**src/fgen_config.svh**
```systemverilog
// ----------------------------
// sizes and SPI frame constants for the function generator
// include wherever a width or depth is needed
// ----------------------------
`ifndef FGEN_CONFIG_SVH
`define FGEN_CONFIG_SVH

// waveform memory, 32-bit words on the SPI side
`define FGEN_MEM_WORDS 256
`define FGEN_MEM_WORD_AW 8

// same storage seen as bytes on the playback side
`define FGEN_MEM_BYTE_AW 10

// control register file on chip select 0
`define FGEN_NUM_REGS 4
`define FGEN_REG_AW 2

// command8 value that writes, anything else is a plain read
`define FGEN_CMD_WRITE 8'h01

// command8 + address16 + data32
`define FGEN_FRAME_BITS 56

`endif

```
**src/playback_sequencer.sv**
```systemverilog
// ----------------------------
// byte address counter for playback
// wraps from end-1 back to start, sync marks the first byte of a pass
// ----------------------------
`timescale 1ns/1ps
`include "fgen_config.svh"

module playback_sequencer (
	input logic word_clock,
	input logic reset3_word_clock,
	input logic [`FGEN_MEM_BYTE_AW-1:0] start_addr,
	input logic [`FGEN_MEM_BYTE_AW-1:0] end_addr,
	output logic [`FGEN_MEM_BYTE_AW-1:0] byte_addr,
	output logic sync
);

	logic [`FGEN_MEM_BYTE_AW-1:0] live_last;
	logic [`FGEN_MEM_BYTE_AW-1:0] win_start;
	logic [`FGEN_MEM_BYTE_AW-1:0] win_last;
	logic out_of_window;
	logic reload;
	logic wrap_q;
	logic sync_q;

	// empty or inverted window collapses to the single byte at start
	assign live_last = (end_addr > start_addr) ? end_addr - 1'b1 : start_addr;
	assign out_of_window = (byte_addr < start_addr) || (byte_addr > live_last);
	assign reload = (byte_addr == win_last) || out_of_window;

	// ----------------------------
	// address counter
	// ----------------------------
	always_ff @(posedge word_clock) begin
		if (reset3_word_clock) begin
			byte_addr <= start_addr;
			win_start <= start_addr;
			win_last <= live_last;
			// first pass after reset gets its sync too
			wrap_q <= 1'b1;
			sync_q <= 1'b0;
		end else begin
			// one stage, matches the memory read latency
			sync_q <= wrap_q;
			if (reload) begin
				byte_addr <= start_addr;
				win_start <= start_addr;
				win_last <= live_last;
				wrap_q <= 1'b1;
			end else begin
				byte_addr <= byte_addr + 1'b1;
				wrap_q <= 1'b0;
			end
		end
	end

	assign sync = sync_q;

	a_addr_in_window: assert property (
		@(posedge word_clock) disable iff (reset3_word_clock)
		(byte_addr >= win_start) && (byte_addr <= win_last)
	) else $error("playback address %0d left window", byte_addr);

endmodule

```
**config.mk**
```make
export PLATFORM = sky130hd
export DESIGN_NAME = playback_sequencer
export DESIGN_NICKNAME = d
export VERILOG_FILES = /design/src/playback_sequencer.sv
export VERILOG_INCLUDE_DIRS = /design/src
export SDC_FILE = /design/constraint.sdc
export NUM_CORES = 1
export LEC_CHECK = 0
export CORE_MARGIN = 5
export CORE_UTILIZATION = 40
export CTS_CLUSTER_DIAMETER = 40
export DETAILED_ROUTE_END_ITERATION = 7
export DONT_BUFFER_PORTS = 1
export PLACE_DENSITY = 0.61
export REMOVE_ABC_BUFFERS = 1
export SETUP_SLACK_MARGIN = 0.02
export SYNTH_ARGS = -nofsm -noshare
export SYNTH_HDL_FRONTEND = slang
export SYNTH_SLANG_ARGS = --single-unit
```
**constraint.sdc**
```tcl
create_clock -name word_clock -period 8 [get_ports word_clock]
set_clock_uncertainty 0.2 [all_clocks]
set_input_delay 0.4 -clock word_clock [delete_from_list [all_inputs] [get_ports word_clock]]
set_output_delay 0.4 -clock word_clock [all_outputs]
set_load 0.02 [all_outputs]
```
-- Word-level counts from Yosys, hierarchy flattened
Cells that the tools add are included.
- flip-flop bits (word level): 22
- bits in latches: 0
- bits in writable memories: 0
- memory bits (read-only): 0
- input port bits: 22
- output and inout bits: 11
- word-level logic and storage cells: 19
- memories: 0
- add/subtract/negate cells: 2
- $mul: 0
- divide/modulo/power cells: 0
- magnitude comparators: 3
- equal/unequal tests: 1
- shifts and indexed selects: 0
- muxes and demuxes: 6
- bitwise logic cells: 0
- reductions and logical operators: 3
- operator list (operator ; count):
    $mux 10 ; 5
    $gt 10x10->1 ; 2
    $add 10x1->10 const B ; 1
    $eq 10x10->1 ; 1
    $lt 10x10->1 ; 1
    $sub 10x1->10 const B ; 1
    $logic_or 1x1->1 ; 2
    $reduce_bool 2->1 ; 1
    $mux 1 ; 1

-- Longest topological paths before layout
- depth in word-level cells: 7
- gate-level depth with buffers: 17
- mapped depth without buffers: 15

-- Least setup slack after synthesis
Ideal clock, no wire load.
- path type: input-to-reg
- start point: input start_addr[3]
- end point: register win_last[0], enable pin
- arrival time: 3.179 ns
- required time: 7.545 ns
- slack: 4.366 ns
- stages: 15
- buffers on the path: 1
- path through: inv_1 > ha_1 > a21o_1 > a21o_1 > a21oi_1 > nor2_1 > o21ai_4 > mux2_2 > ha_1 > nor2b_4 > o21ai_2 > a21boi_1 > o41ai_2 > o311ai_2 > buf_6
- longest elaborated chain between the ends: 6
- RTL lines (what ; line ; text):
    start: declaration ; playback_sequencer.sv:11 ; input logic [`FGEN_MEM_BYTE_AW-1:0] start_addr,
    $gt 10x10->1 ; playback_sequencer.sv:26 ; assign live_last = (end_addr > start_addr) ? end_addr - 1'b1 : start_addr;
    $mux 10 ; playback_sequencer.sv:26 ;
    $gt 10x10->1 ; playback_sequencer.sv:27 ; assign out_of_window = (byte_addr < start_addr) || (byte_addr > live_last);
    $logic_or 1x1->1 (*) ; playback_sequencer.sv:27 ;
    $logic_or 1x1->1 (*) ; playback_sequencer.sv:28 ; assign reload = (byte_addr == win_last) || out_of_window;
    $reduce_bool 2->1 (no line) (*) ; -- ;
    end signal: assignment ; playback_sequencer.sv:37 ; win_last <= live_last;
    end signal: assignment ; playback_sequencer.sv:47 ; win_last <= live_last;
    end: declaration ; playback_sequencer.sv:19 ; logic [`FGEN_MEM_BYTE_AW-1:0] win_last;
Every way passes the cells marked *; elsewhere a longest branch is shown, timed or not.
A chain may end at the register's enable or synchronous reset.

-- Worst setup path after layout
- start point: input start_addr[3]
- end point: register byte_addr[1]
- longest elaborated chain between the ends: 7
- RTL lines (what ; line ; text):
    $gt 10x10->1 ; playback_sequencer.sv:26 ;
    $mux 10 ; playback_sequencer.sv:26 ;
    $gt 10x10->1 ; playback_sequencer.sv:27 ;
    $logic_or 1x1->1 (*) ; playback_sequencer.sv:27 ;
    $logic_or 1x1->1 (*) ; playback_sequencer.sv:28 ;
    $mux 10 (*) ; playback_sequencer.sv:44 ; if (reload) begin
    $mux 10 (*) ; playback_sequencer.sv:34 ; if (reset3_word_clock) begin
    end signal: assignment ; playback_sequencer.sv:35 ; byte_addr <= start_addr;
    end signal: assignment ; playback_sequencer.sv:45 ; byte_addr <= start_addr;
    end signal: assignment ; playback_sequencer.sv:50 ; byte_addr <= byte_addr + 1'b1;
    end: declaration ; playback_sequencer.sv:13 ; output logic [`FGEN_MEM_BYTE_AW-1:0] byte_addr,
Marks and branches as above.

==> flow_summary.toml <==
[run_status]
outcome = "finished, final reports clean"

[detailed_routing]
wl_per_cell_um = 16.6
drtPass1Iterations = 4
drt-total-wl_um = 4410
post_drt_via_cell_ratio = 5.36
vias = 1426
ant_nets = 0
drc_errors = 0
initialDrtViolationCount = 99

[flow_run]
maxCapViolCount = 0

[global_route]
antenna_found_initial = 0
grt_first_pass_wirelength_um = 7290
grt_max_degree = 21
grt_pass1_vias = 1463
grt.total_usage_pct = 14.8
grt_overflow = 0

[setup_path]
worstPathArrival_ps = 4160
cp_max_fo = 20
required_ps = 7950
r2r_cells = 7
worstSetupPathType = "input pin to flop"
crit_path_end_kind = "flop"
cp-start-kind = "input pin"

[yosys]
synth_simple_gate_area_share_pct = 12.7
syn_inst = 197
synth_top_family_by_area = "adder cells"
synth_seq_cells = 22
ys_seq_area_share_pct = 27.1
synth.cell_area_sq_um = 1990
synth_fa_ha_area_share_pct = 19.5
synthMuxAreaShare_pct = 15.8
synth_edf_count = 10
synth_compound_area_share_pct = 9.10
ys.flop_type = "dfxtp_1"
yosysUniqueCellTypes = 36
postSynthAreaPerCell_sq_um = 10.1
synth_xor_area_share_pct = 11.4
async_reset_ff_share_pct = 0
ys.warnings.count = 0

[power_and_ir_drop]
total_leakage_power_uw = 0.000952
ir_drop_mv = 0.0546
power.density_nw_per_um2 = 193
finalPower_uw = 410

[floorplan]
rows = 25
die_area_sq_um = 6490
core-area_sq_um = 4790
die_h_um = 80.6
initial_core_util_pct = 41.6
io_pins = 33
die_w_um = 80.6

[clock_network]
cts_hold_buf = 1
cts_tree = "yes"
cts_max_path_buffers = 2
h-tree-depth = 1
worstSkewPairLatency_ps = 260
cts_sinks = 22
numCtsBuffers = 3
cts_setup_buffers = 0
path_clk_slew_ps = 70
cts_root_buf = "clkbuf_8"
cts_resized = 0

[finish]
area_delta_synth_final_pct = 6.59
layout_commonest_cell = "ha_1"
nFillCells = 476
final_cell_mix = "31 x ha_1, 19 x mux2i_1, 16 x inv_1"
diodes = 0
post-route-util_pct = 44.4
drive_gt1_share_pct = 11.1
fin_nets = 253

[timing]
finalCritPeriodShare_pct = 52.6
hold_viol = 0
rsz0062_at_grt = "false"
worstMarginPinSlew_ps = 1080
finalMaxSlewViolations = 0
tns_ps = 0
min_period_ps = 4210
clock.fmax_mhz = 238
slew_headroom_pct = 27.8
timing.final.setup_violations = 0

[placed_design]
hpwlAfterDp_um = 3720
placement.io_buffers = 0
gp_congestion = 0.784

[worst_hold_path]
holdPathStages = 1
hp-class = "input pin to flop"
stage by stage:
stage               setup WS (ps)  std cells  cell area [sq um]  hold WS, ps
global placement             3590        261               2060          222
detailed placement           3500        261               2060          229
CTS                          3780        266               2120         79.3
floorplan                    3740        194               1970          214
global route                 3490        266               2120         89.9
finish                       3790        266               2120         83.7
critical path: stages:
cell,delay [ps]
inv_1,50
ha_1,310
a21o_1,160
a21o_1,170
a21oi_1,140
nor2_1,80
o21ai_4,550
mux2_2,410
ha_1,290
nor2b_4,130
o21ai_2,100
a21boi_1,80
o41ai_2,470
o311ai_4,430
mux2_2,390
layer usage:
metal	global-route usage, %	vias up	routed length (um)
li1	-	730	-
met1	21.1	658	2200
met2	21.9	36	1900
met3	3.81	2	266
met4	3.55	0	38
met5	0	-	0
power breakdown:
part	switching [uW]	internal, uW	leakage (uW)
Sequential	41.9	143	0.000205
Combinational	72.3	73.4	0.000719
Clock	35.5	43.9	0.0000288
cell usage after synthesis, drive strengths merged, types with 2 or more instances:
cell / number / area share [%]
ha: 31 / 19
nand2: 6 / 1.1
nand4: 5 / 1.6
buf: 2 / 1.1
o21ai: 7 / 2.5
nor2: 9 / 1.7
mux2i: 19 / 9.5
a21oi: 7 / 1.8
nor4: 4 / 1.6
mux2: 11 / 6.2
nor3: 4 / 1.0
a21boi: 2 / 0.75
o311ai: 2 / 1.3
edfxtp: 10 / 15
dfxtp: 12 / 12
nand3: 8 / 2.0
xor2: 14 / 6.2
nor2b: 5 / 1.9
a21o: 2 / 0.75
inv: 16 / 3.0
xnor2: 12 / 5.3
kinds of logic (layout without fill, tap and decap cells):
logic type,count (synthesis),after routing
AND/OR/NAND/NOR,45,45
XOR/XNOR,26,26
buffers and inverters,19,21
multiplexers,30,30
adder cells (fa/ha/maj),31,31
AO/OA/AOI/OAI,24,24
flip-flops,22,22
worst paths after layout:
path | startpoint | to | slack, ps
max | start_addr[3] | byte_addr[1] | 3790
min | start_addr[1] | byte_addr[1] | 80
max reg2reg | byte_addr[3] | byte_addr[1] | 4820
min reg2reg | wrap_q | sync | 250
sequential cells by signal, summed over array words and instances, names as in the netlist:
signal	count
byte_addr	10
wrap_q	1
win_last	10
sync	1
final cells by class:
cell class | count | area, sq um | share of cell area [%]
Multi-Input combinational cell | 156 | 1380 | 64.7
Timing Repair Buffer | 1 | 10.0 | 0.471
Sequential cell | 22 | 541 | 25.4
Clock buffer | 4 | 55.1 | 2.59
Inverter | 16 | 60.1 | 2.83
Tap cell | 67 | 83.8 | 3.95
(Power assumes the default switching activity.)
