[src/fgen_config.svh]
// ----------------------------
// sizes and SPI frame constants for the function generator
// include wherever a width or depth is needed
// ----------------------------
`ifndef FGEN_CONFIG_SVH
`define FGEN_CONFIG_SVH

// waveform memory, 32-bit words on the SPI side
`define FGEN_MEM_WORDS 256
`define FGEN_MEM_WORD_AW 8

// same storage seen as bytes on the playback side
`define FGEN_MEM_BYTE_AW 10

// control register file on chip select 0
`define FGEN_NUM_REGS 4
`define FGEN_REG_AW 2

// command8 value that writes, anything else is a plain read
`define FGEN_CMD_WRITE 8'h01

// command8 + address16 + data32
`define FGEN_FRAME_BITS 56

`endif

[src/fgen_pkg.sv]
// ----------------------------
// types shared by the SPI peripherals and their targets
// ----------------------------
package fgen_pkg;

	typedef logic [7:0] cmd_t;
	typedef logic [15:0] addr_t;

	// ----------------------------
	// data word, two decodings
	// ----------------------------
	// word view for the register file
	// byte view for the waveform memory, bytes[0] is bits 31:24
	// and is the first byte on the wire
	typedef union packed {
		logic [31:0] word;
		logic [0:3][7:0] bytes;
	} data_word_u;

	// ----------------------------
	// one SPI frame, in wire order
	// ----------------------------
	// cmd is shifted in first, so it sits in the top bits
	typedef struct packed {
		cmd_t cmd;
		addr_t addr;
		data_word_u data;
	} spi_frame_t;

endpackage

[src/spi_txn_if.sv]
// ----------------------------
// one decoded SPI transaction plus the word shifted back out
// peripheral drives the frame, target answers with rdata
// ----------------------------
`timescale 1ns/1ps

interface spi_txn_if import fgen_pkg::*; ();

	// single-cycle strobe, frame complete and 56 bits long
	logic valid;
	spi_frame_t frame;

	// cmd and addr are in, target should fetch read data now
	logic load_addr;

	// must be ready the cycle after load_addr
	// and stay put until valid
	data_word_u rdata;

	modport peripheral (
		output valid,
		output frame,
		output load_addr,
		input rdata
	);

	modport target (
		input valid,
		input frame,
		input load_addr,
		output rdata
	);

endinterface

[src/control_registers.sv]
// ----------------------------
// register file behind chip select 0
// reg 0 start byte address, reg 1 end byte address, 2 and 3 scratch
// ----------------------------
`timescale 1ns/1ps
`include "fgen_config.svh"

module control_registers import fgen_pkg::*; (
	input logic word_clock,
	input logic reset3_word_clock,
	spi_txn_if.target txn,
	output logic [`FGEN_MEM_BYTE_AW-1:0] start_addr,
	output logic [`FGEN_MEM_BYTE_AW-1:0] end_addr
);

	data_word_u regs [`FGEN_NUM_REGS];
	data_word_u rdata_q;
	logic [`FGEN_REG_AW-1:0] reg_idx;
	logic write_en;

	// upper address bits alias onto the four registers
	assign reg_idx = txn.frame.addr[`FGEN_REG_AW-1:0];
	assign write_en = txn.valid && (txn.frame.cmd == `FGEN_CMD_WRITE);

	always_ff @(posedge word_clock) begin
		if (reset3_word_clock) begin
			for (int i = 0; i < `FGEN_NUM_REGS; i++) begin
				regs[i].word <= '0;
			end
		end else if (write_en) begin
			regs[reg_idx].word <= txn.frame.data.word;
		end
	end

	// read word fetched once per frame, held for the data phase
	always_ff @(posedge word_clock) begin
		if (txn.load_addr) begin
			rdata_q.word <= regs[reg_idx].word;
		end
	end

	assign txn.rdata = rdata_q;

	// ----------------------------
	// playback window
	// ----------------------------
	assign start_addr = regs[0].word[`FGEN_MEM_BYTE_AW-1:0];
	assign end_addr = regs[1].word[`FGEN_MEM_BYTE_AW-1:0];

endmodule

[src/flat_wrapper.sv]
// flat-port wrapper written by rule: the top's interface ports become plain ports
module control_registers_flat import fgen_pkg::*;
  (word_clock, reset3_word_clock, start_addr, end_addr, txn_valid, txn_frame, txn_load_addr, txn_rdata);
  spi_txn_if txn_i ();
  input logic word_clock;
  input logic reset3_word_clock;
  output logic [`FGEN_MEM_BYTE_AW-1:0] start_addr;
  output logic [`FGEN_MEM_BYTE_AW-1:0] end_addr;
  input wire logic [$bits(txn_i.valid)-1:0] txn_valid;
  input wire logic [$bits(txn_i.frame)-1:0] txn_frame;
  input wire logic [$bits(txn_i.load_addr)-1:0] txn_load_addr;
  output wire logic [$bits(txn_i.rdata)-1:0] txn_rdata;
  assign txn_i.valid = txn_valid;
  assign txn_i.frame = txn_frame;
  assign txn_i.load_addr = txn_load_addr;
  assign txn_rdata = txn_i.rdata;
  control_registers u_core (.word_clock(word_clock), .reset3_word_clock(reset3_word_clock), .txn(txn_i), .start_addr(start_addr), .end_addr(end_addr));
endmodule
[config.mk]
export PLATFORM = sky130hd
export DESIGN_NAME = control_registers_flat
export DESIGN_NICKNAME = d
export VERILOG_FILES = /design/src/fgen_pkg.sv /design/src/spi_txn_if.sv /design/src/control_registers.sv /design/src/flat_wrapper.sv
export VERILOG_INCLUDE_DIRS = /design/src
export SDC_FILE = /design/constraint.sdc
export NUM_CORES = 1
export LEC_CHECK = 0
export BUFFER_PORTS_ARGS = -buffer_cell sky130_fd_sc_hd__buf_2
export CAP_MARGIN = 25
export CORE_ASPECT_RATIO = 1.25
export CORE_UTILIZATION = 33
export DETAILED_ROUTE_END_ITERATION = 16
export HOLD_SLACK_MARGIN = 0.05
export PLACE_DENSITY = 0.59
export SYNTH_ARGS = -nofsm -noshare
export SYNTH_HDL_FRONTEND = slang
export SYNTH_SLANG_ARGS = --single-unit
[constraint.sdc]
create_clock -name word_clock -period 2.8 [get_ports word_clock]
set_input_delay 0 -clock word_clock [delete_from_list [all_inputs] [get_ports word_clock]]
set_output_delay 0 -clock word_clock [all_outputs]
set_load 0.01 [all_outputs]
### Yosys cells after proc, flatten, opt, wreduce, memory -nomap -nowiden

Memories as Yosys holds them, arrays and structs flattened. A register that Yosys moved wholly into a read port is not among the register bits.
Cells that the tools add are included.

* equality and inequality tests: 1
* muxes and demuxes: 8
* reduce and logical (&&, ||, !) cells: 2

Operators by type and width (count)
* $mux 32: 1
* $reduce_or 32->1: 1
* $eq 8x1->1 const B: 1
* $mux 1: 6
* $mux 2: 1
* $logic_and 1x1->1: 1

* flip-flop bits (word level): 0
* bits in writable memories: 128
* input bits: 60
* output and inout port bits: 52
* word-level logic and storage cells: 12
* memories: 1

Memory list
* u_core.regs: words 4, bits a word 32, read ports 3, clocked after memory_dff 1, write ports 4, RTL line control_registers.sv:16 `` data_word_u regs [`FGEN_NUM_REGS]; ``

### Depth between registers and ports, before layout

* word-level depth: 7
* depth in mapped cells: 5
* mapped depth without buffers: 3

### Least setup slack after synthesis

No wires, ideal clock.

* path type: input to register
* start: in txn_frame[50]
* end: mem u_core.regs[3][0] (netlist bit), enable pin
* setup time: 0.428 ns
* data arrival time: 2.121 ns
* data required time: 2.372 ns
* path slack: 0.251 ns
* stages on the path: 3
* path buffers: 0
* cells stage by stage: nor4_4 -> nand3_2 -> o21bai_1

RTL lines
* start, declared: RTL line flat_wrapper.sv:10 `input wire logic [$bits(txn_i.frame)-1:0] txn_frame;`
* end, declared: RTL line control_registers.sv:16

==> results by group <==
Worst setup path
  • Buffers & Inverters on Critical Path: 1
  • CP max FO: 32
  • Critical path launch point type: input pin
  • Crit path largest cell delay: between 0.8 and 0.9 ns
  • CP cell instances: buf_2 -> nor4_4 -> nand4_2 -> or2b_2
  • CP max-delay cell: or2b_2
  • Arr. time, crit path: roughly 1.6 ns
  • Crit end category: flip-flop
  • Worst Path Required: 2.84 ns
  • Crit Path Class: in2reg
  • Crit. Startpoint: txn_frame[50]
  • Worst R2R Start: u_core.regs[1][4]
  • Critical path's top delay family: simple AND/OR/NAND/NOR gates

Synthesis
  • Yosys warns: 0
  • Synth Flop Type: edfxtp_1
  • Post-synth top area share: between 70% and 80%
  • Synth cell types: 18
  • Post-synthesis compound-gate area fraction: less than 1%
  • Top cells by area, synth: edfxtp_1 72%, mux4_2 11%, nor2_1 7.0%, nand2b_1 3.0%, buf_4 2.6%
  • Synthesis-stage register bit count: 160
  • Most numerous cell in the Yosys netlist: edfxtp_1
  • Avg Cell Area, Syn: 16.3 um^2
  • Post-synthesis cell count: just over 400
  • Share of flip-flops with an asynchronous set or reset: 0%
  • Synth Area in Simple Gates: roughly an eighth
  • Leading area contributor after synthesis: edfxtp_1
  • Post-Synth XOR/XNOR Area: 0%
  • Top cells by count, synth: 160 x edfxtp_1, 125 x nor2_1, 32 x mux4_2, 32 x nand2b_1, 23 x buf_4
  • Synth Area in Adders: 0%
  • Net count after synthesis: 470
  • Sequential area share after synthesis: between 70 and 80%
  • Synth Cell Area: between 6000 and 7000 um^2
  • Post-synthesis mux area share: between 10 and 15%
  • Number of enable flip-flop cells after synthesis: 160
  • Largest family of logic cells by synthesized area: simple AND/OR/NAND/NOR gates

Place
  • HPWL after detailed placement: about 8300 um
  • Routability Congestion: 0.714
  • Cells after DPL: 740
  • IO buf count: 97

Clocking
  • Hold-fix buffers, CTS: 32
  • CTS sink count: 160
  • Longest Clk Path Bufs: 2
  • Post-CTS Setup Bufs: 0
  • CTS clock-pin slew for the worst setup and hold paths: roughly 0.06 ns
  • Root buffer cell: clkbuf_16
  • CTS tree: done
  • Inserted Clock Buffers: 17
  • Worst-skew pair later-pin latency: 0.41 ns
  • H-tree level count: 4
  • PostCTS Resize Cnt: 0

Timing
  • Setup violations, final: 0
  • Slew Viols, Final: 0
  • Fin crit share: between 50% and 60%
  • Max_slew headroom: a little under two fifths
  • Post-Route Setup TNS: 0 ns
  • Slew @ Worst Pin: about 0.94 ns
  • Setup skew after layout: approximately 0.0047 ns
  • Final min period: 1.53 ns
  • FMAX: around 650 MHz
  • RSZ-0062 raised after global routing: false
  • Final hold violation count: 0

Run
  • Max Cap Viol: 0

Routing
  • DR vias/cell: about 4.6
  • Initial DRT Pass Iterations: 4
  • Wirelength per Cell: 17.8 um
  • WL final: 14,300 um
  • Routed Antenna Nets: 0
  • Drt drc: 0
  • Via count: ~3,700
  • Initial DRC count: between 300 and 400

Floorplan
  • FP Rows: 57
  • Starting Density: between 30% and 40%
  • Die area: between 20,000 and 25,000 um^2
  • Number of I/O pins: around 110
  • Core ar.: 19,600 um^2
  • Die W: 129 um
  • Die Y: 161 um

Global route
  • Largest net degree at the start of global routing: 33
  • Vias in the first global route: ~4,000
  • GRT Overall Usage: 14.6%
  • Gr ovfl total: 0
  • First-pass GRT wire length: 21,700 um
  • Initial antenna violation count: 0

Power
  • Leakage power: 2.87 nW
  • Maximum vdd drop: 415 uV
  • PwrDens: roughly 660 nW/um^2

Layout
  • Antenna cell count: 0
  • Area delta synth->final: 22.3%
  • Final nets: between 500 and 600
  • Fin cells: ~800
  • Layout cell share with drive strength beyond 1: between 30% and 40%

Hold path
  • Min-delay src: reset3_word_clock
  • Hold Path Class: in2reg

Outcome
  • Run status: completed
## sequential cells by signal (all words and copies together) (netlist names)
name and flops:
u_core.regs 128, u_core.txn.rdata 32
## per-stage QoR
step | setup WS (ns) | instance area, um^2 | hold slack, ns | total power, mW | util (%)
finish | 1.27 | 8160 | 0.186 | 5.40 | 41.6
global placement | 0.790 | 7280 | 0.370 | 3.22 | 37.1
CTS | 1.20 | 8160 | 0.166 | 5.45 | 41.6
floorplan | 0.251 | 6680 | 0.112 | 3.07 | -
detailed placement | 0.759 | 7280 | 0.383 | 3.23 | 37.1
global route | 1.08 | 8160 | 0.190 | 5.57 | 41.6
## logic make-up (layout without fill, tap and decap cells)
logic type | Yosys count | in the layout
AOI/OAI and AO/OA | 1 | 1
buffers and inverters | 43 | 172
DFF | 160 | 160
muxes | 32 | 32
and+or+nand+nor | 174 | 174
## placed cells by master (no fill, tap or decap)
cell type | netlist | routed
and2b_1 | 1 | 1
mux4_2 | 32 | 32
nor2_2 | 4 | 4
buf_4 | 23 | 10
clkbuf_16 | 0 | 17
clkinv_1 | 0 | 1
dlygate4sd3_1 | 0 | 32
clkinvlp_4 | 0 | 2
bufinv_16 | 0 | 1
edfxtp_1 | 160 | 160
inv_6 | 0 | 3
or2b_2 | 0 | 3
nor2_1 | 125 | 125
clkinv_2 | 0 | 3
nor3b_2 | 1 | 1
nor4_4 | 1 | 1
buf_12 | 0 | 1
nand2b_1 | 32 | 32
nor2b_1 | 2 | 2
nand4_2 | 3 | 3
nand2_1 | 1 | 1
inv_8 | 0 | 1
o21bai_4 | 0 | 1
clkinv_4 | 0 | 4
buf_2 | 5 | 97
nand3_2 | 1 | 1
## worst paths after layout
path | to | cells past startpoint | slack, ns
worst max-delay path | u_core.regs[1][31] | 4 | 1.27
worst min-delay path | u_core.regs[3][15] | 3 | 0.19
worst max register to register | u_core.txn.rdata[4] | 1 | 1.66
worst min register to register | u_core.txn.rdata[28] | 1 | 0.63
## power breakdown
group          internal (mW)  switching (mW)  total, mW
logic                  0.183           0.201      0.384
clock network           1.23           0.967       2.20
registers               2.78          0.0391       2.82
total                   4.19            1.21       5.40
## per-layer routing
layer  track usage (%)  vias to the layer above  part of all wire [%]
met5                 0                        -                     0
met4              5.29                        0                   1.1
met3              3.25                       10                   4.8
met2              27.0                      106                    55
met1              16.1                     1894                    39
li1                  -                     1710                     -
## layout make-up
class / count / area (um^2)
flip-flops and latches: 160 / 4800
repair buffers: 140 / 901
clock buffers: 17 / 425
multi-input cells: 207 / 1570
clock inverters: 15 / 136
well taps: 265 / 332
fillers: 1790 / 11400
No activity file was read; power rests on OpenSTA's default activity.
