`config.mk`:
```
export PLATFORM = sky130hd
export DESIGN_NAME = spi_peripheral_flat
export DESIGN_NICKNAME = d
export VERILOG_FILES = /design/src/fgen_pkg.sv /design/src/spi_txn_if.sv /design/src/spi_peripheral.sv /design/src/flat_wrapper.sv
export VERILOG_INCLUDE_DIRS = /design/src
export SDC_FILE = /design/constraint.sdc
export NUM_CORES = 1
export LEC_CHECK = 0
export BUFFER_PORTS_ARGS = -buffer_cell sky130_fd_sc_hd__buf_2
export CAP_MARGIN = 20
export CORE_MARGIN = 2
export CORE_UTILIZATION = 59
export CTS_BUF_LIST = sky130_fd_sc_hd__clkbuf_2 sky130_fd_sc_hd__clkbuf_4 sky130_fd_sc_hd__clkbuf_8
export DETAILED_ROUTE_END_ITERATION = 6
export MAX_ROUTING_LAYER = met4
export PLACE_DENSITY = 0.87
export SLEW_MARGIN = 40
export SYNTH_ARGS = -nofsm -noshare
export SYNTH_HDL_FRONTEND = slang
export SYNTH_SLANG_ARGS = --single-unit
```
`constraint.sdc`:
```
create_clock -name word_clock -period 5.1 [get_ports word_clock]
set_input_delay 0.51 -clock word_clock [delete_from_list [all_inputs] [get_ports word_clock]]
set_output_delay 0.51 -clock word_clock [all_outputs]
set_load 0.005 [all_outputs]
```
`src/fgen_config.svh`:
```
// ----------------------------
// sizes and SPI frame constants for the function generator
// include wherever a width or depth is needed
// ----------------------------
`ifndef FGEN_CONFIG_SVH
`define FGEN_CONFIG_SVH

// waveform memory, 32-bit words on the SPI side
`define FGEN_MEM_WORDS 256
`define FGEN_MEM_WORD_AW 8

// same storage seen as bytes on the playback side
`define FGEN_MEM_BYTE_AW 10

// control register file on chip select 0
`define FGEN_NUM_REGS 4
`define FGEN_REG_AW 2

// command8 value that writes, anything else is a plain read
`define FGEN_CMD_WRITE 8'h01

// command8 + address16 + data32
`define FGEN_FRAME_BITS 56

`endif

```
`src/fgen_pkg.sv`:
```
// ----------------------------
// types shared by the SPI peripherals and their targets
// ----------------------------
package fgen_pkg;

	typedef logic [7:0] cmd_t;
	typedef logic [15:0] addr_t;

	// ----------------------------
	// data word, two decodings
	// ----------------------------
	// word view for the register file
	// byte view for the waveform memory, bytes[0] is bits 31:24
	// and is the first byte on the wire
	typedef union packed {
		logic [31:0] word;
		logic [0:3][7:0] bytes;
	} data_word_u;

	// ----------------------------
	// one SPI frame, in wire order
	// ----------------------------
	// cmd is shifted in first, so it sits in the top bits
	typedef struct packed {
		cmd_t cmd;
		addr_t addr;
		data_word_u data;
	} spi_frame_t;

endpackage

```
`src/spi_txn_if.sv`:
```
// ----------------------------
// one decoded SPI transaction plus the word shifted back out
// peripheral drives the frame, target answers with rdata
// ----------------------------
`timescale 1ns/1ps

interface spi_txn_if import fgen_pkg::*; ();

	// single-cycle strobe, frame complete and 56 bits long
	logic valid;
	spi_frame_t frame;

	// cmd and addr are in, target should fetch read data now
	logic load_addr;

	// must be ready the cycle after load_addr
	// and stay put until valid
	data_word_u rdata;

	modport peripheral (
		output valid,
		output frame,
		output load_addr,
		input rdata
	);

	modport target (
		input valid,
		input frame,
		input load_addr,
		output rdata
	);

endinterface

```
`src/spi_peripheral.sv`:
```
// ----------------------------
// SPI mode 0 slave oversampled in word_clock
// command8/address16/data32 frames MSB first with the read word on MISO
// ----------------------------
`timescale 1ns/1ps
`include "fgen_config.svh"

module spi_peripheral import fgen_pkg::*; (
	input logic word_clock,
	input logic reset3_word_clock,
	input logic sck,
	input logic mosi,
	input logic ssel,
	output logic miso,
	spi_txn_if.peripheral txn
);

	localparam int HDR_BITS = $bits(cmd_t) + $bits(addr_t);
	// one spare bit so an overlong frame cannot wrap back to 56
	localparam int COUNT_W = $clog2(`FGEN_FRAME_BITS + 1) + 1;

	// ----------------------------
	// synchronizers and edge detect
	// ----------------------------
	logic [2:0] sck_sync;
	logic [2:0] ssel_sync;
	logic [1:0] mosi_sync;
	logic sck_rise;
	logic sck_fall;
	logic ssel_rise;
	logic selected;
	logic mosi_bit;

	// shift registers and the captured header
	logic [31:0] rx_shift;
	logic [31:0] tx_shift;
	cmd_t cmd_q;
	addr_t addr_q;

	always_ff @(posedge word_clock) begin
		if (reset3_word_clock) begin
			sck_sync <= '0;
			ssel_sync <= '1;
			mosi_sync <= '0;
		end else begin
			sck_sync <= {sck_sync[1:0], sck};
			ssel_sync <= {ssel_sync[1:0], ssel};
			mosi_sync <= {mosi_sync[0], mosi};
		end
	end

	assign sck_rise = sck_sync[1] & ~sck_sync[2];
	assign sck_fall = ~sck_sync[1] & sck_sync[2];
	assign ssel_rise = ssel_sync[1] & ~ssel_sync[2];
	assign selected = ~ssel_sync[1];
	assign mosi_bit = mosi_sync[1];

	// ----------------------------
	// bit count and strobes
	// ----------------------------
	logic [COUNT_W-1:0] bit_count;
	logic load_addr_q;
	logic load_d;
	logic valid_q;

	always_ff @(posedge word_clock) begin
		if (reset3_word_clock) begin
			bit_count <= '0;
			load_addr_q <= 1'b0;
			load_d <= 1'b0;
			valid_q <= 1'b0;
			miso <= 1'b0;
		end else begin
			load_addr_q <= 1'b0;
			load_d <= load_addr_q;
			// short or long frames are dropped here
			valid_q <= ssel_rise && (bit_count == COUNT_W'(`FGEN_FRAME_BITS));
			if (!selected) begin
				bit_count <= '0;
				miso <= 1'b0;
			end else begin
				if (sck_rise) begin
					if (bit_count != '1) begin
						bit_count <= bit_count + 1'b1;
					end
					if (bit_count == COUNT_W'(HDR_BITS - 1)) begin
						load_addr_q <= 1'b1;
					end
				end
				// host samples this on the next rising edge
				if (sck_fall) begin
					miso <= tx_shift[31];
				end
			end
		end
	end

	// ----------------------------
	// shift registers
	// ----------------------------
	always_ff @(posedge word_clock) begin
		if (selected && sck_rise) begin
			rx_shift <= {rx_shift[30:0], mosi_bit};
			// header captured as the 24th bit arrives
			if (bit_count == COUNT_W'(HDR_BITS - 1)) begin
				{cmd_q, addr_q} <= {rx_shift[HDR_BITS-2:0], mosi_bit};
			end
		end
		if (!selected) begin
			tx_shift <= '0;
		end else if (load_d) begin
			tx_shift <= txn.rdata;
		end else if (sck_fall) begin
			tx_shift <= {tx_shift[30:0], 1'b0};
		end
	end

	// last 32 bits in rx_shift are the data phase
	assign txn.frame = {cmd_q, addr_q, rx_shift};
	assign txn.valid = valid_q;
	assign txn.load_addr = load_addr_q;

	// strobe lands 3 cycles after deselect so the host waits that long before reselecting
	a_valid_while_deselected: assert property (
		@(posedge word_clock) disable iff (reset3_word_clock)
		txn.valid |-> ssel
	) else $error("spi valid while chip select is low");

endmodule

```
`src/flat_wrapper.sv`:
```
// flat-port wrapper written by rule: the top's interface ports become plain ports
module spi_peripheral_flat import fgen_pkg::*;
  (word_clock, reset3_word_clock, sck, mosi, ssel, miso, txn_valid, txn_frame, txn_load_addr, txn_rdata);
  spi_txn_if txn_i ();
  input logic word_clock;
  input logic reset3_word_clock;
  input logic sck;
  input logic mosi;
  input logic ssel;
  output logic miso;
  output wire logic [$bits(txn_i.valid)-1:0] txn_valid;
  output wire logic [$bits(txn_i.frame)-1:0] txn_frame;
  output wire logic [$bits(txn_i.load_addr)-1:0] txn_load_addr;
  input wire logic [$bits(txn_i.rdata)-1:0] txn_rdata;
  assign txn_valid = txn_i.valid;
  assign txn_frame = txn_i.frame;
  assign txn_load_addr = txn_i.load_addr;
  assign txn_i.rdata = txn_rdata;
  spi_peripheral u_core (.word_clock(word_clock), .reset3_word_clock(reset3_word_clock), .sck(sck), .mosi(mosi), .ssel(ssel), .miso(miso), .txn(txn_i));
endmodule
```
-- Yosys cells after proc, flatten, opt, wreduce, memory -nomap -nowiden
Cells that the tools add are included.
- register bits after elaboration: 107
- input port bits: 37
- logic and storage cells: 34
- add/sub/neg operators: 1
- eq/ne operators: 3
- mux-type cells: 3
- bitwise operators: 8
- reductions and logical operators: 7
- operator list (kind ; count):
    $mux W32 ; 2
    $add A7 B1 Y7 const B ; 1
    $eq A7 B5 Y1 const B ; 1
    $eq A7 B6 Y1 const B ; 1
    $ne A7 B7 Y1 const B ; 1
    $not A1 Y1 ; 5
    $reduce_and A2 Y1 ; 2
    $and A1 B1 Y1 ; 3
    $reduce_or A3 Y1 ; 1
    $logic_and A1 B1 Y1 ; 2
    $reduce_bool A2 Y1 ; 1
    $reduce_or A2 Y1 ; 1
    $mux W1 ; 1

-- Depth between registers and ports, before layout
Gate-level depths: netlist (run 1).
- word-level depth: 4
- mapped depth: 5

-- Worst setup path before layout (run 1)
OpenSTA, ideal clock, no wires.
- path type: reg-to-reg
- start point: register u_core.bit_count[0]
- end point: register u_core.addr_q[0], enable pin
- setup time: 0.435 ns
- arrival time: 2.492 ns
- required time: 4.665 ns
- path slack: 2.172 ns
- cell stages (with the launch flop): 5
- period minus slack after synthesis: 2.928 ns
- path through: dfxtp_1 ha_1 and3_1 nand2_1 nor3_1
- longest elaborated chain between the ends: 2
- RTL lines (what ; line ; text):
    start, declared ; spi_peripheral.sv:61 ; logic [COUNT_W-1:0] bit_count;
    start signal, assigned ; spi_peripheral.sv:84 ; bit_count <= bit_count + 1'b1;
    $eq A7 B5 Y1 ; spi_peripheral.sv:105 ; if (bit_count == COUNT_W'(HDR_BITS - 1)) begin
    $reduce_and A2 Y1 (no source line) ; n/a ;
    end signal, assigned ; spi_peripheral.sv:106 ; {cmd_q, addr_q} <= {rx_shift[HDR_BITS-2:0], mosi_bit};
    end, declared ; spi_peripheral.sv:38 ; addr_t addr_q;
No other way between the ends.
A chain may end at the register's enable or synchronous reset.

-- Worst setup path in the final report (run 1)
- start point: register u_core.bit_count[0]
- end point: register u_core.addr_q[12], enable pin
Same word-level chain as after synthesis.

==> run summary, run 1 <==
## Cells and area
- **most frequent standard cell in the layout excluding fill and tap cells** sky130_fd_sc_hd__buf_2
- **post-layout instance count excluding filler cells** 453
- **final cell area excluding filler cells** 0.00455 mm2
- **area taken by flip-flops and latches** 0.00270 mm2
- **total area of multi-input combinational cells** 0.00106 mm2
- **diode insertion count for antenna repair** 0
- **top library cells by usage in the layout, fill and taps aside** sky130_fd_sc_hd__buf_2 (95), sky130_fd_sc_hd__edfxtp_1 (56), sky130_fd_sc_hd__dfxtp_1 (51), sky130_fd_sc_hd__mux2i_1 (34)
- **area growth from synthesis to layout** 16.9%
- **proportion of layout cells with a drive suffix above 1** 32.7%
- **number of fill cells in the layout** 450
- **final net count** 411

## Power and ir drop
- **Int Pwr** 1.11 mW
- **Leak** 1.89 nW
- **total net switching power** 301 uW
- **VDD IR-drop max** 278 uV
- **share of power burned in combinational logic** 2.4%
- **proportion of power drawn by flip-flops and latches** 64.2%
- **Cell Pwr Density** 309 mW/mm2
- **total power** 1.41 mW
- **proportion of power drawn by the clock network** 33.4%
- **switch share** 21.4%

## Yosys
- **mapped cell area** 0.00390 mm2
- **syn nets** 319
- **share of cell area taken by muxes after synthesis** 8.73%
- **largest family of logic cells by synthesized area** simple AND/OR/NAND/NOR gates
- **fraction of the mapped netlist area in compound gates** 8.03%
- **Cell variety after synth** 35
- **yosys warns** 0
- **flip-flop and latch count after synthesis** 107
- **share of synthesized cell area in and, or, nand and nor gates** 9.12%
- **xor and xnor area share after synthesis** 0%
- **number of enable flip-flop cells after synthesis** 56
- **Post-synth ARST share** 0%
- **sequential element share of the synthesized area** 69.3%
- **Most used DFF post-synth** sky130_fd_sc_hd__edfxtp_1
- **syn avg cell area** 14.0 um2
- **Post-Synth Adder-Cell Area** 0.963%
- **instance count of the mapped netlist** 279

## Clock network
- **TritonCTS clock tree** done
- **htree depth** 3
- **count of clock tree sinks** 107
- **Num CTS Buffers** 9
- **number of buffers inserted by hold repair at cts** 0
- **cell at the root of the clock tree** sky130_fd_sc_hd__clkbuf_8
- **post-CTS setup buffer count** 0
- **Resized cells post-CTS** 0
- **Clk Latency, worst-skew pair** 0.36 ns
- **clock input transition at the sequential cells of the worst setup and hold paths** 0.10 ns
- **worst-case clock buffer depth** 2

## GRT
- **vias in the first global route** 2378
- **global route total overflow** 0
- **antenna violations before repair** 0
- **global-route wire length before repair** 11800 um
- **maximum number of pins on one net before global-route repair** 64
- **GRT Overall Usage** 21.6%

## Timing
- **fraction of the cycle the final worst path needs** 34.8%
- **measured slew at the worst slew-check pin** 0.582 ns
- **Final min period** 1.77 ns
- **count of final max-slew check failures** 0
- **total of endpoints with negative setup slack in the final report** 0
- **relative max-transition margin** 61.2%
- **final setup skew** 0.00864 ns
- **worst setup margin** 3.33 ns
- **setup repair after global routing missed its margin** no
- **Fin Setup TNS** 0 ns
- **maximum operating frequency** 564 MHz
- **Hold Violations, Final** 0

## Placed design
- **standard cell area after detailed placement** 0.00438 mm2
- **post-DP HPWL** 4790 um
- **Post-Place Worst Slack** 3.35 ns
- **global placement routability congestion** 0.852
- **Cells after DPL** 437
- **# port buffers** 95

## Job
- **Max-Cap Viols** 0

## Routing
- **1st-iter DRT viols** 80
- **DRC violation count after routing** 0
- **via total after detailed routing** 2484
- **drt wl/cell** 15.9 um
- **Final Routed Wirelength** 7220 um
- **mean number of vias per cell** 5.48
- **1st-pass router iterations** 4
- **Final ANT Viol Nets** 0

## Worst setup path
- **ordered list of cells on the worst path** ha_1 -> and3_1 -> nand2_1 -> nor3_2 -> buf_4
- **largest stage delay on the critical path** 0.47 ns
- **category of the critical setup timing path** reg2reg
- **cell depth of the worst flop-to-flop path** 5
- **kind of launch point of the worst setup path** flip-flop
- **data required time at the worst endpoint** 5.14 ns
- **Crit-path slowest cell** sky130_fd_sc_hd__dfxtp_1
- **peak fanout along the critical path** 24
- **endpoint kind of the worst setup timing path** flip-flop
- **WP data arrival** 1.82 ns

## Floorplan
- **initial core utilization** 61.0%
- **floorplan core area** 0.00639 mm2
- **vertical die dimension** 85.3 um
- **die outline area** 0.00727 mm2
- **boundary pin count** 96
- **row count** 29
- **DIE WIDTH** 85.3 um

## Status
- **outcome** complete, no violations

## Worst hold path
- **number of stages on the worst hold path** 2
- **classification of the worst-slack hold path** in2reg

[critical path: cells and delay by family (launching register included)]
family / cells / cell delay [ns]
AND/OR/NAND/NOR: 3 / 0.47
adder cells (fa/ha/maj): 1 / 0.18
buffers and inverters: 1 / 0.34
flip-flops: 1 / 0.47
[routing by layer]
metal  GRT usage, %  wire, um  vias to the layer above
li1               -         -                     1216
met1           27.2      3110                     1199
met2           34.4      3680                       58
met3           6.52       353                       11
met4           5.48        87                        0
met5              -         0                        -
[state kept, by name, indices dropped and copies added (netlist names)]
signal / flops
u_core.rx_shift: 32
u_core.tx_shift: 32
u_core.addr_q: 16
u_core.cmd_q: 8
u_core.bit_count: 7
u_core.sck_sync: 3
u_core.ssel_sync: 3
u_core.mosi_sync: 2
u_core.load_d: 1
u_core.miso: 1
u_core.txn.load_addr: 1
u_core.txn.valid: 1
[final cells by class]
type | count | area share [%]
Inverter | 5 | 0.467
Clock buffer | 10 | 2.88
Sequential cell | 107 | 59.3
Clock inverter | 6 | 1.02
Tap cell | 77 | 2.12
Timing Repair Buffer | 98 | 10.9
Multi-Input combinational cell | 150 | 23.2
[power by group through the flow]
stage,Combinational (mW),Clock [mW],Sequential [mW]
floorplan,0.0175,0,0.925
global placement,0.0336,0,0.925
detailed placement,0.0338,0,0.925
CTS,0.0340,0.484,0.905
global route,0.0373,0.516,0.906
finish,0.0336,0.470,0.905
[stage by stage]
step           util, %  hold WS (ns)
2_1_floorplan        -         0.389
4_1_cts           71.3         0.303
3_5_place_dp      68.5         0.401
3_3_place_gp      68.4         0.392
5_1_grt           71.3         0.314
6_report          71.3         0.320
[cells by family (layout without fill, tap and decap cells)]
logic type	count (synthesis)	count (layout)
flops	107	107
simple gates	71	71
compound gates	42	42
fa+ha+maj	3	3
mux	34	34
buf+inv	22	119
[final timing paths]
path,from,to,slack (ns)
min reg2reg,u_core.ssel_sync[0]$_SDFF_PP1_,u_core.ssel_sync[1]$_SDFF_PP1_,0.43
min,ssel,u_core.ssel_sync[0]$_SDFF_PP1_,0.32
max,u_core.bit_count[0]$_SDFFE_PP0P_,u_core.addr_q[12]$_DFFE_PP_,3.33
max reg2reg,u_core.bit_count[0]$_SDFFE_PP0P_,u_core.addr_q[12]$_DFFE_PP_,3.33
[synthesized netlist by cell type (2+ instances only)]
library cell                n  area [um2]
sky130_fd_sc_hd__edfxtp_1  56        1680
sky130_fd_sc_hd__inv_2      2        7.51
sky130_fd_sc_hd__nor3_1     2        10.0
sky130_fd_sc_hd__ha_1       3        37.5
sky130_fd_sc_hd__nor4_1     3        18.8
sky130_fd_sc_hd__inv_1      3        11.3
sky130_fd_sc_hd__dfxtp_1   51        1020
sky130_fd_sc_hd__and3_1     3        18.8
sky130_fd_sc_hd__nand4b_1   2        17.5
sky130_fd_sc_hd__buf_12     4        80.1
sky130_fd_sc_hd__nor2b_1    7        43.8
sky130_fd_sc_hd__or2_2      2        12.5
sky130_fd_sc_hd__nor2_1    33         124
sky130_fd_sc_hd__a31oi_1    2        12.5
sky130_fd_sc_hd__clkbuf_1  12        45.0
sky130_fd_sc_hd__mux2i_1   34         340
sky130_fd_sc_hd__a21oi_1    2        10.0
sky130_fd_sc_hd__a211oi_1  32         240
sky130_fd_sc_hd__nand2_1   10        37.5
(Power assumes the default switching activity.)
==> run 2, diff against run 1 <==
--- a/config.mk
+++ b/config.mk
@@ -9,11 +9,11 @@
 export BUFFER_PORTS_ARGS = -buffer_cell sky130_fd_sc_hd__buf_2
 export CAP_MARGIN = 20
 export CORE_MARGIN = 2
-export CORE_UTILIZATION = 59
+export CORE_UTILIZATION = 55
 export CTS_BUF_LIST = sky130_fd_sc_hd__clkbuf_2 sky130_fd_sc_hd__clkbuf_4 sky130_fd_sc_hd__clkbuf_8
 export DETAILED_ROUTE_END_ITERATION = 6
 export MAX_ROUTING_LAYER = met4
-export PLACE_DENSITY = 0.87
+export PLACE_DENSITY = 0.82
 export SLEW_MARGIN = 40
 export SYNTH_ARGS = -nofsm -noshare
 export SYNTH_HDL_FRONTEND = slang
==> constraint.sdc (replaced) <==
create_clock -name word_clock -period 1.8 [get_ports word_clock]
set_input_delay 0.18 -clock word_clock [delete_from_list [all_inputs] [get_ports word_clock]]
set_output_delay 0.18 -clock word_clock [all_outputs]
set_load 0.005 [all_outputs]
==> run summary, run 2 (same netlist as run 1, synthesis figures left out) <==
## Status
- **outcome** complete, no violations, unchanged

## Power and ir drop
- **Cell Pwr Density** 848 mW/mm2, was 309 mW/mm2
- **proportion of power drawn by the clock network** 32.6%, was 33.4%
- **Leak** 1.92 nW, was 1.89 nW
- **proportion of power drawn by flip-flops and latches** 64.8%, was 64.2%
- **Int Pwr** 3.15 mW, was 1.11 mW
- **share of power burned in combinational logic** 2.5%, was 2.4%
- **total net switching power** 805 uW, was 301 uW
- **switch share** 20.4%, was 21.4%
- **VDD IR-drop max** 371 uV, was 278 uV

## GRT
- **global-route wire length before repair** 10100 um, was 11800 um
- **global route total overflow** 0, unchanged
- **vias in the first global route** 2103, was 2378
- **maximum number of pins on one net before global-route repair** 64, unchanged
- **GRT Overall Usage** 17.5%, was 21.6%
- **antenna violations before repair** 0, unchanged

## Placed design
- **post-DP HPWL** 4430 um, was 4790 um
- **Post-Place Worst Slack** 0.226 ns, was 3.35 ns
- **standard cell area after detailed placement** 0.00447 mm2, was 0.00438 mm2
- **# port buffers** 95, unchanged
- **global placement routability congestion** 0.796, was 0.852

## Worst setup path
- **end of the worst register-to-register path** u_core.cmd_q[0]$_DFFE_PP_, was u_core.addr_q[12]$_DFFE_PP_
- **endpoint kind of the worst setup timing path** flip-flop, unchanged
- **kind of launch point of the worst setup path** flip-flop, unchanged
- **largest stage delay on the critical path** 0.45 ns, was 0.47 ns
- **crit path launch** u_core.bit_count[0]$_SDFFE_PP0P_, unchanged
- **end point of the critical path** u_core.cmd_q[0]$_DFFE_PP_, was u_core.addr_q[12]$_DFFE_PP_
- **ordered list of cells on the worst path** ha_1 -> and3_1 -> nand2_1 -> nor3_4 -> buf_12, was ha_1 -> and3_1 -> nand2_1 -> nor3_2 -> buf_4
- **Crit-path slowest cell** sky130_fd_sc_hd__dfxtp_1, unchanged
- **category of the critical setup timing path** reg2reg, unchanged
- **flop2flop setup slack** 0.16 ns, was 3.33 ns
- **WP data arrival** 1.70 ns, was 1.82 ns
- **peak fanout along the critical path** 24, unchanged
- **worst r2r src** u_core.bit_count[0]$_SDFFE_PP0P_, unchanged
- **data required time at the worst endpoint** 1.86 ns, was 5.14 ns
- **cell depth of the worst flop-to-flop path** 5, unchanged

## Routing
- **mean number of vias per cell** 5.16, was 5.48
- **Final Routed Wirelength** 6650 um, was 7220 um
- **Final ANT Viol Nets** 0, unchanged
- **1st-iter DRT viols** 147, was 80
- **via total after detailed routing** 2453, was 2484
- **drt wl/cell** 14.0 um, was 15.9 um
- **DRC violation count after routing** 0, unchanged
- **1st-pass router iterations** 4, unchanged

## Floorplan
- **initial core utilization** 57.1%, was 61.0%
- **die outline area** 0.00778 mm2, was 0.00727 mm2
- **vertical die dimension** 88.2 um, was 85.3 um
- **DIE WIDTH** 88.2 um, was 85.3 um
- **floorplan core area** 0.00683 mm2, was 0.00639 mm2
- **boundary pin count** 96, unchanged
- **row count** 30, was 29

## Cells and area
- **proportion of layout cells with a drive suffix above 1** 33.2%, was 32.7%
- **top library cells by usage in the layout, fill and taps aside** sky130_fd_sc_hd__buf_2 (95), sky130_fd_sc_hd__edfxtp_1 (56), sky130_fd_sc_hd__dfxtp_1 (51), sky130_fd_sc_hd__mux2i_1 (34), unchanged
- **most frequent standard cell in the layout excluding fill and tap cells** sky130_fd_sc_hd__buf_2, unchanged
- **area growth from synthesis to layout** 19.6%, was 16.9%
- **final cell area excluding filler cells** 0.00466 mm2, was 0.00455 mm2
- **diode insertion count for antenna repair** 0, unchanged
- **final net count** 414, was 411

## Clock network
- **cell at the root of the clock tree** sky130_fd_sc_hd__clkbuf_8, unchanged
- **clock input transition at the sequential cells of the worst setup and hold paths** 0.09 ns, was 0.10 ns
- **post-CTS setup buffer count** 0, unchanged
- **worst-case clock buffer depth** 2, unchanged
- **htree depth** 3, unchanged
- **Resized cells post-CTS** 0, unchanged
- **Num CTS Buffers** 9, unchanged
- **Clk Latency, worst-skew pair** 0.36 ns, about the same
- **count of clock tree sinks** 107, unchanged
- **TritonCTS clock tree** done, unchanged

## Timing
- **relative max-transition margin** 73.6%, was 61.2%
- **fraction of the cycle the final worst path needs** 91.2%, was 34.8%
- **total of endpoints with negative setup slack in the final report** 0, unchanged
- **measured slew at the worst slew-check pin** 0.396 ns, was 0.582 ns
- **Hold Violations, Final** 0, unchanged
- **final worst hold slack** 0.0264 ns, was 0.320 ns
- **count of final max-slew check failures** 0, unchanged
- **maximum operating frequency** 609 MHz, was 564 MHz
- **Final min period** 1.64 ns, was 1.77 ns
- **worst setup margin** 0.159 ns, was 3.33 ns
- **final setup skew** 0.0107 ns, was 0.00864 ns
- **setup repair after global routing missed its margin** no, unchanged

## Job
- **Max-Cap Viols** 0, unchanged

## Worst hold path
- **classification of the worst-slack hold path** in2reg, unchanged

## run 2: final cells by class
type / instances / area, um2
flip-flops and latches: 107 / 2700
fillers: 519 / 2170
clock buffers: 11 / 139
well taps: 96 / 120
clock inverters: 5 / 38.8
multi-input cells: 150 / 1070
inverters: 5 / 18.8
repair buffers: 101 / 573
## run 2: worst min-delay path by stage
stage                     startpoint                        endpoint  slack (ns)  cells past startpoint
after floorplan                 ssel  u_core.ssel_sync[0]$_SDFF_PP1_        0.28                      1
after global placement          ssel  u_core.ssel_sync[0]$_SDFF_PP1_        0.37                      2
after detailed placement        ssel  u_core.ssel_sync[0]$_SDFF_PP1_        0.36                      2
after CTS                        sck   u_core.sck_sync[0]$_SDFF_PP0_        0.02                      2
after global routing             sck   u_core.sck_sync[0]$_SDFF_PP0_        0.02                      2
final                            sck   u_core.sck_sync[0]$_SDFF_PP0_        0.03                      2
## run 2: through the flow
step / utilization (%) / cells / TNS, ns / power, mW
2_1_floorplan: - / 279 / -0.767 / 2.67
3_3_place_gp: 65.5 / 458 / 0 / 2.72
3_5_place_dp: 65.5 / 458 / 0 / 2.72
4_1_cts: 68.2 / 475 / 0 / 3.99
5_1_grt: 68.2 / 475 / 0 / 4.09
6_report: 68.2 / 475 / 0 / 3.95
## run 2: worst max-delay path, delay by kind of cell, from the launching register on
family / cells / cell delay, ns
fa+ha+maj: 1 / 0.18
buf+inv: 1 / 0.20
flops: 1 / 0.45
simple gates: 3 / 0.51
## run 2: routing by layer
metal,GRT usage [%],wire length (um),vias to the layer above
li1,-,-,1219
met1,24.4,3160,1143
met2,25.4,3000,81
met3,3.77,384,10
met4,6.61,103,0
met5,-,0,-
## run 2: what timing repair did
item | in CTS | in global routing
hold buffers | 1 | 0
setup endpoints to repair | 0 | 0
endpoints found under the hold margin | 1 | 0
## run 2: power groups by stage
stage / sequential (mW) / combinational [mW] / clock [mW]
global route: 2.57 / 0.109 / 1.42
finish: 2.56 / 0.0999 / 1.29
global placement: 2.62 / 0.0981 / 0
detailed placement: 2.62 / 0.0990 / 0
CTS: 2.56 / 0.101 / 1.33
floorplan: 2.62 / 0.0535 / 0
